`src/common/bw_monitor_pkg.sv`:
```
package bw_monitor_pkg;

    // ---------------------------------------------------------
    // Window and count sizes
    // ---------------------------------------------------------

    // Number of cycles in the bandwidth window
    // Kept small so a few windows run quickly in simulation
    localparam int WINDOW_SIZE = 64;

    // Width of the window counter
    localparam int WIN_CNT_W = $clog2(WINDOW_SIZE);

    // Bandwidth count width
    // One extra bit so a fully busy window of WINDOW_SIZE beats fits
    localparam int BW_W = WIN_CNT_W + 1;

    // ---------------------------------------------------------
    // Types
    // ---------------------------------------------------------

    // Unsigned beat count over one window
    typedef logic [BW_W-1:0] bw_count_t;

    // One accepted beat per channel per cycle, already qualified by valid and ready
    typedef struct packed {
        logic rd;
        logic wr;
    } beat_pair_t;

    // Statistics reported for one channel
    typedef struct packed {
        bw_count_t cur;
        bw_count_t max;
        bw_count_t min;
    } bw_stats_t;

    // ---------------------------------------------------------
    // Constants in count format
    // ---------------------------------------------------------

    // Minimum after a clear, so the first tracked count always wins
    localparam bw_count_t BW_MIN_IDLE = '1;

    // Window counter value once a full window has passed
    localparam bw_count_t WINDOW_FULL = bw_count_t'(WINDOW_SIZE);

endpackage

```
`src/rtl/bw_control.sv`:
```
`timescale 1ns/1ns

module bw_control
(
    input  logic i_clk,
    input  logic i_reset_n,

    // Command strobes, one cycle each
    input  logic i_start,
    input  logic i_stop,
    input  logic i_counter_reset,

    // Controls for the datapath
    output logic o_running,
    output logic o_clear,
    output logic o_window_done,
    output logic o_track_en
);

    // Registered command strobes
    logic start_q;
    logic stop_q;
    logic clear_q;

    // Running flag
    logic running_q;

    // Running cycles since the last clear, saturating at a full window
    bw_monitor_pkg::bw_count_t win_cnt;

    // ---------------------------------------------------------
    // Command strobe registers
    // ---------------------------------------------------------

    // A strobe sampled at one edge acts on the next edge
    always_ff @(posedge i_clk)
    begin
        if (!i_reset_n)
        begin
            start_q <= 1'b0;
            stop_q  <= 1'b0;
            clear_q <= 1'b0;
        end
        else
        begin
            start_q <= i_start;
            stop_q  <= i_stop;
            clear_q <= i_counter_reset;
        end
    end

    // ---------------------------------------------------------
    // Running state
    // ---------------------------------------------------------

    // Stop has priority if both strobes arrive together
    always_ff @(posedge i_clk)
    begin
        if (!i_reset_n)
            running_q <= 1'b0;
        else if (stop_q)
            running_q <= 1'b0;
        else if (start_q)
            running_q <= 1'b1;
    end

    // ---------------------------------------------------------
    // Window counter
    // ---------------------------------------------------------

    // Counts running edges only, so a stop pauses the window
    // Holds at WINDOW_FULL until the next clear
    always_ff @(posedge i_clk)
    begin
        if (!i_reset_n || clear_q)
            win_cnt <= '0;
        else if (running_q && (win_cnt != bw_monitor_pkg::WINDOW_FULL))
            win_cnt <= win_cnt + bw_monitor_pkg::bw_count_t'(1);
    end

    // Outputs
    assign o_running     = running_q;
    assign o_clear       = clear_q;
    // Cur holds a full window of beats from here on
    assign o_window_done = (win_cnt == bw_monitor_pkg::WINDOW_FULL);
    // Max and min only follow cur over full windows while measuring
    assign o_track_en    = o_window_done && running_q;

endmodule

```
`src/window/beat_window.sv`:
```
`timescale 1ns/1ns

module beat_window
(
    input  logic                        i_clk,
    input  logic                        i_reset_n,

    // From control
    input  logic                        i_running,
    input  logic                        i_clear,

    // Beats accepted this cycle
    input  bw_monitor_pkg::beat_pair_t  i_beats,

    // Beats that leave the window this cycle
    output bw_monitor_pkg::beat_pair_t  o_expired
);

    // ---------------------------------------------------------
    // Delay line
    // ---------------------------------------------------------

    // Slot 0 holds the newest beat pair, the last slot the oldest
    bw_monitor_pkg::beat_pair_t slots [bw_monitor_pkg::WINDOW_SIZE];

    // Empty slots read as no beat, so the output needs no valid or read enable
    // A pair captured at edge N sits in the last slot after WINDOW_SIZE-1 more
    // running edges, and the channel retires it at the WINDOW_SIZE-th one
    always_ff @(posedge i_clk)
    begin
        if (!i_reset_n || i_clear)
        begin
            for (int i = 0; i < bw_monitor_pkg::WINDOW_SIZE; i++)
            begin
                slots[i] <= '0;
            end
        end
        else if (i_running)
        begin
            slots[0] <= i_beats;
            // Shift toward the old end
            for (int i = 1; i < bw_monitor_pkg::WINDOW_SIZE; i++)
            begin
                slots[i] <= slots[i-1];
            end
        end
        // Not running, contents are held
    end

    // Oldest pair, retired by the channels on the next running edge
    assign o_expired = slots[bw_monitor_pkg::WINDOW_SIZE-1];

endmodule

```
`src/rtl/bw_channel.sv`:
```
`timescale 1ns/1ns

module bw_channel
(
    input  logic                        i_clk,
    input  logic                        i_reset_n,

    // From control
    input  logic                        i_running,
    input  logic                        i_clear,
    input  logic                        i_track_en,

    // Beat entering the window and beat leaving it
    input  logic                        i_new_beat,
    input  logic                        i_old_beat,

    // Current, maximum and minimum count
    output bw_monitor_pkg::bw_stats_t   o_stats
);

    // Step applied to the running count
    bw_monitor_pkg::bw_count_t step;

    // Next value of the running count
    bw_monitor_pkg::bw_count_t cur_next;

    // Statistic registers
    bw_monitor_pkg::bw_count_t cur_q;
    bw_monitor_pkg::bw_count_t max_q;
    bw_monitor_pkg::bw_count_t min_q;

    // ---------------------------------------------------------
    // Window count
    // ---------------------------------------------------------

    // Plus one for an arriving beat, minus one for an expiring beat
    // All ones adds as minus one in count width
    always_comb
    begin
        case ({i_new_beat, i_old_beat})
            2'b10:   step = bw_monitor_pkg::bw_count_t'(1);
            2'b01:   step = '1;
            default: step = '0;
        endcase
    end

    assign cur_next = cur_q + step;

    // Cur never goes below zero, since every expiring beat was counted on entry
    always_ff @(posedge i_clk)
    begin
        if (!i_reset_n || i_clear)
            cur_q <= '0;
        else if (i_running)
            cur_q <= cur_next;
    end

    // ---------------------------------------------------------
    // Maximum and minimum tracking
    // ---------------------------------------------------------

    // Only full windows count, so tracking waits for window done
    always_ff @(posedge i_clk)
    begin
        if (!i_reset_n || i_clear)
        begin
            max_q <= '0;
            min_q <= bw_monitor_pkg::BW_MIN_IDLE;
        end
        else if (i_track_en)
        begin
            if (cur_q > max_q)
                max_q <= cur_q;
            if (cur_q < min_q)
                min_q <= cur_q;
        end
    end

    // Report at full width
    always_comb
    begin
        o_stats.cur = cur_q;
        o_stats.max = max_q;
        o_stats.min = min_q;
    end

endmodule

```
`src/rtl/bw_monitor_top.sv`:
```
`timescale 1ns/1ns

module bw_monitor_top
(
    input  logic                        i_clk,
    input  logic                        i_reset_n,

    // Command strobes
    input  logic                        i_start,
    input  logic                        i_stop,
    input  logic                        i_counter_reset,

    // Accepted beats on both channels, sampled every cycle
    input  bw_monitor_pkg::beat_pair_t  i_beats,

    // Per-channel statistics
    output bw_monitor_pkg::bw_stats_t   o_rd_stats,
    output bw_monitor_pkg::bw_stats_t   o_wr_stats,

    // Status
    output logic                        o_running,
    output logic                        o_window_done
);

    // Controls shared by the datapath
    logic running;
    logic clear;
    logic window_done;
    logic track_en;

    // Pair leaving the window this cycle
    bw_monitor_pkg::beat_pair_t expired;

    // ---------------------------------------------------------
    // Control
    // ---------------------------------------------------------

    bw_control u_control
    (
        .i_clk           (i_clk),
        .i_reset_n       (i_reset_n),
        .i_start         (i_start),
        .i_stop          (i_stop),
        .i_counter_reset (i_counter_reset),
        .o_running       (running),
        .o_clear         (clear),
        .o_window_done   (window_done),
        .o_track_en      (track_en)
    );

    // ---------------------------------------------------------
    // Datapath
    // ---------------------------------------------------------

    // One delay line carries both channels
    beat_window u_window
    (
        .i_clk     (i_clk),
        .i_reset_n (i_reset_n),
        .i_running (running),
        .i_clear   (clear),
        .i_beats   (i_beats),
        .o_expired (expired)
    );

    // Read channel
    bw_channel u_rd_channel
    (
        .i_clk      (i_clk),
        .i_reset_n  (i_reset_n),
        .i_running  (running),
        .i_clear    (clear),
        .i_track_en (track_en),
        .i_new_beat (i_beats.rd),
        .i_old_beat (expired.rd),
        .o_stats    (o_rd_stats)
    );

    // Write channel
    bw_channel u_wr_channel
    (
        .i_clk      (i_clk),
        .i_reset_n  (i_reset_n),
        .i_running  (running),
        .i_clear    (clear),
        .i_track_en (track_en),
        .i_new_beat (i_beats.wr),
        .i_old_beat (expired.wr),
        .o_stats    (o_wr_stats)
    );

    assign o_running     = running;
    assign o_window_done = window_done;

endmodule

```
`config.mk`:
```
export PLATFORM = sky130hd
export DESIGN_NAME = bw_monitor_top
export DESIGN_NICKNAME = d
export VERILOG_FILES = /design/src/common/bw_monitor_pkg.sv /design/src/rtl/bw_control.sv /design/src/window/beat_window.sv /design/src/rtl/bw_channel.sv /design/src/rtl/bw_monitor_top.sv
export SDC_FILE = /design/constraint.sdc
export NUM_CORES = 1
export LEC_CHECK = 0
export BUFFER_PORTS_ARGS = -buffer_cell sky130_fd_sc_hd__buf_4
export CORE_ASPECT_RATIO = 0.6
export CORE_MARGIN = 2
export CORE_UTILIZATION = 55
export DETAILED_ROUTE_END_ITERATION = 16
export PLACE_DENSITY = 0.77
export RECOVER_POWER = 100
export SLEW_MARGIN = 20
export SYNTH_ARGS = -nofsm -noshare
export SYNTH_HDL_FRONTEND = slang
export SYNTH_SLANG_ARGS = --single-unit
export TNS_END_PERCENT = 30
```
`constraint.sdc`:
```
create_clock -name i_clk -period 4.3 [get_ports i_clk]
set_clock_uncertainty 0.05 [all_clocks]
set_input_delay 0.43 -clock i_clk [delete_from_list [all_inputs] [get_ports i_clk]]
set_output_delay 0.43 -clock i_clk [all_outputs]
set_load 0.01 [all_outputs]
```
==> results of run 1 <==
## area by class of cell
type	count	area share (%)
clock buffer	17	4.74
clock inverter	15	1.59
inverter	40	1.67
multi-input combinational	410	31.6
sequential	181	54.7
tap	198	2.76
timing repair buffer	56	2.98
## registers in the layout (all words and copies together), names as in the netlist
name                 count
u_control.o_clear        1
u_wr_channel.cur_q       7
u_rd_channel.cur_q       7
u_control.win_cnt        7
u_rd_channel.min_q       7
u_window.slots         128
u_control.stop_q         1
u_wr_channel.min_q       7
u_control.start_q        1
u_control.o_running      1
u_rd_channel.max_q       7
u_wr_channel.max_q       7
## layout by cell type, fill, tap and decap left out, types with 3 or more instances in the layout
cell type and n:
dfxtp_1 53, and2_0 37, o21a_1 3, nand3_1 6, o21ai_0 10, nor2_1 44, clkbuf_16 17, a21oi_1 17
inv_1 40, nor3b_1 3, clkinvlp_4 4, clkbuf_1 46, nor2b_1 6, ha_1 36, xor2_1 7, a31oi_1 3
and2_1 27, nand4_1 7, mux2i_1 39, nand2b_1 8, or3_1 4, nand2_1 36, inv_8 5, and3_1 68
nor3_1 9, nor4b_1 3, edfxtp_1 128, xnor2_1 5, buf_4 9
## cells by family after synthesis
| family | Yosys count | share of synthesized area [%] |
|---|---|---|
| simple gates | 268 | 18.3 |
| compound gates | 55 | 4.87 |
| buf+inv | 86 | 4.53 |
| fa+ha+maj | 36 | 5.56 |
| flops | 181 | 60.6 |
| mux | 39 | 4.82 |
| xor+xnor | 12 | 1.30 |
## worst register-to-register path, stage by stage (launching register included)
cell	delay (ns)
dfxtp_1	0.31
nor2b_1	1.06
nand2_4	0.80
buf_4	0.56
## final timing paths
| check | startpoint | to | slack (ns) | cells after the start |
|---|---|---|---|---|
| setup / recovery | u_control.o_clear | u_window.slots[1][63] | 1.23 | 3 |
| hold / removal | i_start | u_control.start_q | 0.16 | 2 |
| setup reg to reg | u_control.o_clear | u_window.slots[1][63] | 1.23 | 3 |
| hold reg to reg | u_control.stop_q | u_control.o_running | 0.35 | 1 |
## power by group through the flow
stage	combinational, mW	clock [mW]	sequential, mW
after floorplan	0.143	0	2.04
after global placement	0.178	0	2.04
after detailed placement	0.187	0	2.05
after CTS	0.189	1.52	2.01
after global routing	0.212	1.58	2.02
final	0.187	1.49	2.01
## per-layer routing
| layer | vias to the layer above | share of wire (%) | GRT usage [%] |
|---|---|---|---|
| li1 | 2452 | - | - |
| met1 | 2458 | 50 | 29.6 |
| met2 | 115 | 45 | 28.4 |
| met3 | 20 | 4.1 | 3.19 |
| met4 | 0 | 1.5 | 6.86 |
| met5 | - | 0 | 0 |
## through the flow
stage	setup slack, ns	utilization (%)	total power [mW]
final	1.23	62.2	3.69
after global routing	0.878	62.2	3.81
after CTS	1.72	63.3	3.72
after detailed placement	1.53	59.3	2.23
after global placement	1.72	59.3	2.22
after floorplan	1.14	-	2.18
==> flow_summary.yaml, run 1 <==
floorplan:
  die-width_microns: 161
  start_util_pct: 56.1
  dieArea_sq_mm: 0.0157
  core_region_area_sq_mm: 0.0144
  fp-row-count: 34
  fp.dieH_microns: 98.0
  pin_count: 51
sta:
  slew_headroom_pct: 6.24
  worst_pin_slew_ns: 1.40
  finalCritPeriodShare_pct: 71.3
  clock.fmax_mhz: 326
  holdWs_ns: 0.160
  period_minus_slack_ns: 3.07
  setup_viol: 0
  setup_tns_ns: 0
  hold_viol_final: 0
  final_max_slew_viol_count: 0
  rsz0062_at_grt: "false"
power:
  intPower_mw: 2.80
  clkPwrFrac_pct: 40.4
  p_comb_share_pct: 5.1
  p_seq_share_pct: 54.5
  power_density_mw_per_mm2: 411
  swShare_pct: 23.9
  netSwitchingPower_uw: 882
  peakVddDrop_v: 0.000260
  leakagePower_nw: 3.73
final_layout:
  final_nets: 749
  multiInputGateArea_sq_mm: 0.00283
  fillers: 1140
  antenna_cells: 0
  regArea_sq_mm: 0.00490
  drive_above_1_share_pct: 7.65
  final_cells: 917
  areaGrowthSynthToFinish_pct: 10.8
  finish.instance_area_sq_mm: 0.00897
detailed_routing:
  drc: 0
  vias: 5045
  firstDrtPassIters: 6
  drt_iter0_drc: 469
  vias_per_cell: 5.50
  drt-wirelength-per-cell_microns: 16.2
  antenna_left: 0
  wirelength_mm: 14.8
clock_network:
  cts_tree: "yes"
  cts_sinks: 181
  cts_root_buf: "clkbuf_16"
  clk_path_buf_depth: 2
  post_cts_buffers: 0
  path_clk_slew_ns: 0.07
  htreeDepth: 4
  cts_hold_buffers: 0
  worstSkewPairLatency_ns: 0.43
  cts.repair.resized: 0
  cts_buffers: 17
placement:
  place_congestion: 0.876
  dp_hpwl_mm: 9.07
  io_buffers: 50
  dp_cells: 884
  dpl_cell_area_sq_mm: 0.00856
worst_setup_path:
  critPathArrivalTime_ns: 3.16
  cp_max_fo: 73
  cp_cell_sequence: "nor2b_1 -> nand2_4 -> buf_4"
  critPathKind: "reg -> reg"
  worstPathRequired_ns: 4.39
  cp_slowest_cell: "nor2b_1"
  worstSetupStartpointType: "register"
  endpoint_kind: "register"
  cpPeakStageDelay_ns: 1.06
  cp_top_family: "simple AND/OR/NAND/NOR gates"
  crit_buf_inv: 1
global_route:
  gr-usage-all-layers_pct: 19.4
  grt_max_degree: 136
  grt_pass1_wl_mm: 24.5
  grt_pass1_vias: 4890
  grt_antenna_before_repair: 0
  overflow: 0
min_path:
  hold_path_class: "in -> reg"
logic_synthesis:
  synth_seq_area_share_pct: 60.6
  yosysMostFrequentCell: "edfxtp_1"
  syn-num-nets: 720
  ys_warn_count: 0
  async_reset_ff_share_pct: 0
  ys.flop_type: "edfxtp_1"
  yosys.area.top_type: "edfxtp_1"
  ys_ff_latch: 181
  synth_edf_count: 128
  synth.distinct_cells: 52
  synthesis.area_sq_mm: 0.00810
  synthCells: 677
  synth_common_cells: "edfxtp_1, and3_1, and2_1, dfxtp_1, nor2_1"
  synth_top_area_share_pct: 47.5
  synth_area_per_cell_sq_um: 12.0
  synth_area_leaders: "edfxtp_1, dfxtp_1, ha_1, and3_1, and2_1"
run_status:
  status: "completed"
flow_run:
  drv_cap: 0
Power figures use the tool's default switching activity.
==> inputs of run 2 (changes only) <==
--- a/config.mk
+++ b/config.mk
@@ -10,7 +10,7 @@
 export CORE_MARGIN = 2
 export CORE_UTILIZATION = 55
 export DETAILED_ROUTE_END_ITERATION = 16
-export PLACE_DENSITY = 0.77
+export PLACE_DENSITY = 0.74
 export RECOVER_POWER = 100
 export SLEW_MARGIN = 20
 export SYNTH_ARGS = -nofsm -noshare
==> constraint.sdc (replaced) <==
create_clock -name i_clk -period 3 [get_ports i_clk]
set_clock_uncertainty 0.05 [all_clocks]
set_input_delay 0.3 -clock i_clk [delete_from_list [all_inputs] [get_ports i_clk]]
set_output_delay 0.3 -clock i_clk [all_outputs]
set_load 0.01 [all_outputs]
==> flow_summary.yaml, run 2 (synthesis gave the netlist of run 1 again) <==
run_status:
  status: "completed"
global_route:
  grt_antenna_before_repair: 0
  grt_max_degree: 126
  overflow: 0
  grt_pass1_wl_mm: 24.5
  grt_pass1_vias: 4828
  gr-usage-all-layers_pct: 19.7
worst_setup_path:
  cp_cell_sequence: "inv_1 -> nand2_2 -> clkbuf_2"
  critPathKind: "reg -> reg"
  cp_max_fo: 40
  endpoint_kind: "register"
  worstPathRequired_ns: 3.02
  cpPeakStageDelay_ns: 0.75
  critPathArrivalTime_ns: 2.59
  cp_slowest_cell: "nand2_2"
  cp_top_family: "buffers and inverters"
  worstSetupStartpointType: "register"
  crit_buf_inv: 2
floorplan:
  pin_count: 51
  fp-row-count: 34
  die-width_microns: 161
  core_region_area_sq_mm: 0.0144
  dieArea_sq_mm: 0.0157
  start_util_pct: 56.1
  fp.dieH_microns: 98.0
sta:
  period_minus_slack_ns: 2.57
  fin_ws_ns: 0.428
  final_max_slew_viol_count: 0
  rsz0062_at_grt: "false"
  setup_viol: 0
  clock.fmax_mhz: 389
  hold_viol_final: 0
  slew_headroom_pct: 19.2
  finalCritPeriodShare_pct: 85.7
  setup_tns_ns: 0
  holdWs_ns: 0.0334
  worst_pin_slew_ns: 1.21
detailed_routing:
  firstDrtPassIters: 4
  drc: 0
  wirelength_mm: 15.1
  vias: 5043
  vias_per_cell: 5.46
  drt_iter0_drc: 389
  drt-wirelength-per-cell_microns: 16.3
  antenna_left: 0
final_layout:
  layout_commonest_cell: "edfxtp_1"
  largest_register_ff_count: 128
  fillers: 1108
  regMostFlops: "u_window.slots"
  drive_above_1_share_pct: 7.45
  layout_common_cells: "edfxtp_1, and3_1, dfxtp_1"
  final_nets: 755
  multiInputGateArea_sq_mm: 0.00280
  antenna_cells: 0
  areaGrowthSynthToFinish_pct: 11.5
  regArea_sq_mm: 0.00490
clock_network:
  cts_root_buf: "clkbuf_16"
  cts.repair.resized: 0
  htreeDepth: 4
  cts_sinks: 181
  clk_path_buf_depth: 2
  post_cts_buffers: 0
  cts_buffers: 17
  cts_tree: "yes"
  worstSkewPairLatency_ns: 0.42
  cts_hold_buffers: 0
  path_clk_slew_ns: 0.06
placement:
  dp_slack_ns: 0.460
  dp_hpwl_mm: 9.20
  io_buffers: 50
  place_congestion: 0.798
min_path:
  hold_path_class: "in -> reg"
flow_run:
  drv_cap: 0
power:
  leakagePower_nw: 3.78
  power_density_mw_per_mm2: 604
  peakVddDrop_v: 0.000391
==> run 2: cell types whose count changed in the layout (fill, tap and decap cells not counted), moves of 3 or more <==
cell / before / now
and2_1: 27 / 34
and2_0: 37 / 30
bufinv_16: 0 / 3
buf_12: 0 / 3
inv_8: 5 / 0
==> run 2: final timing paths <==
path	from	end	slack (ns)	cells after the start
hold / removal	i_start	u_control.start_q	0.03	2
setup reg to reg	u_control.o_running	u_window.slots[0][26]	0.43	3
hold reg to reg	u_control.stop_q	u_control.o_running	0.35	1
setup / recovery	u_control.o_running	u_window.slots[0][26]	0.43	3
==> run 2: metrics by stage <==
stage / utilization, % / instances / power [mW] / instance area, sq um
finish: 62.6 / 923 / 5.45 / 9030
global route: 62.6 / 923 / 5.62 / 9030
CTS: 64.1 / 923 / 5.49 / 9250
detailed placement: 60.0 / 891 / 3.22 / 8650
global placement: 60.0 / 891 / 3.20 / 8650
floorplan: - / 677 / 3.12 / 8100
==> run 2: layout make-up <==
class | instances | area share, %
Clock buffer | 18 | 4.75
Clock inverter | 14 | 1.93
Inverter | 40 | 1.66
Multi-Input combinational cell | 410 | 31.0
Sequential cell | 181 | 54.3
Tap cell | 198 | 2.74
Timing Repair Buffer | 62 | 3.56
==> run 2: power by group <==
group	internal [mW]	switching, mW
Sequential	2.83	0.0505
Combinational	0.0898	0.184
Clock	1.32	0.976
Total	4.24	1.21
==> run 2: layer usage <==
| layer | part of all wire (%) | GRT usage, % | up-vias |
|---|---|---|---|
| li1 | - | - | 2456 |
| met1 | 50 | 29.5 | 2465 |
| met2 | 45 | 29.3 | 111 |
| met3 | 4.5 | 4.21 | 11 |
| met4 | 0.72 | 5.89 | 0 |
| met5 | 0 | 0 | - |
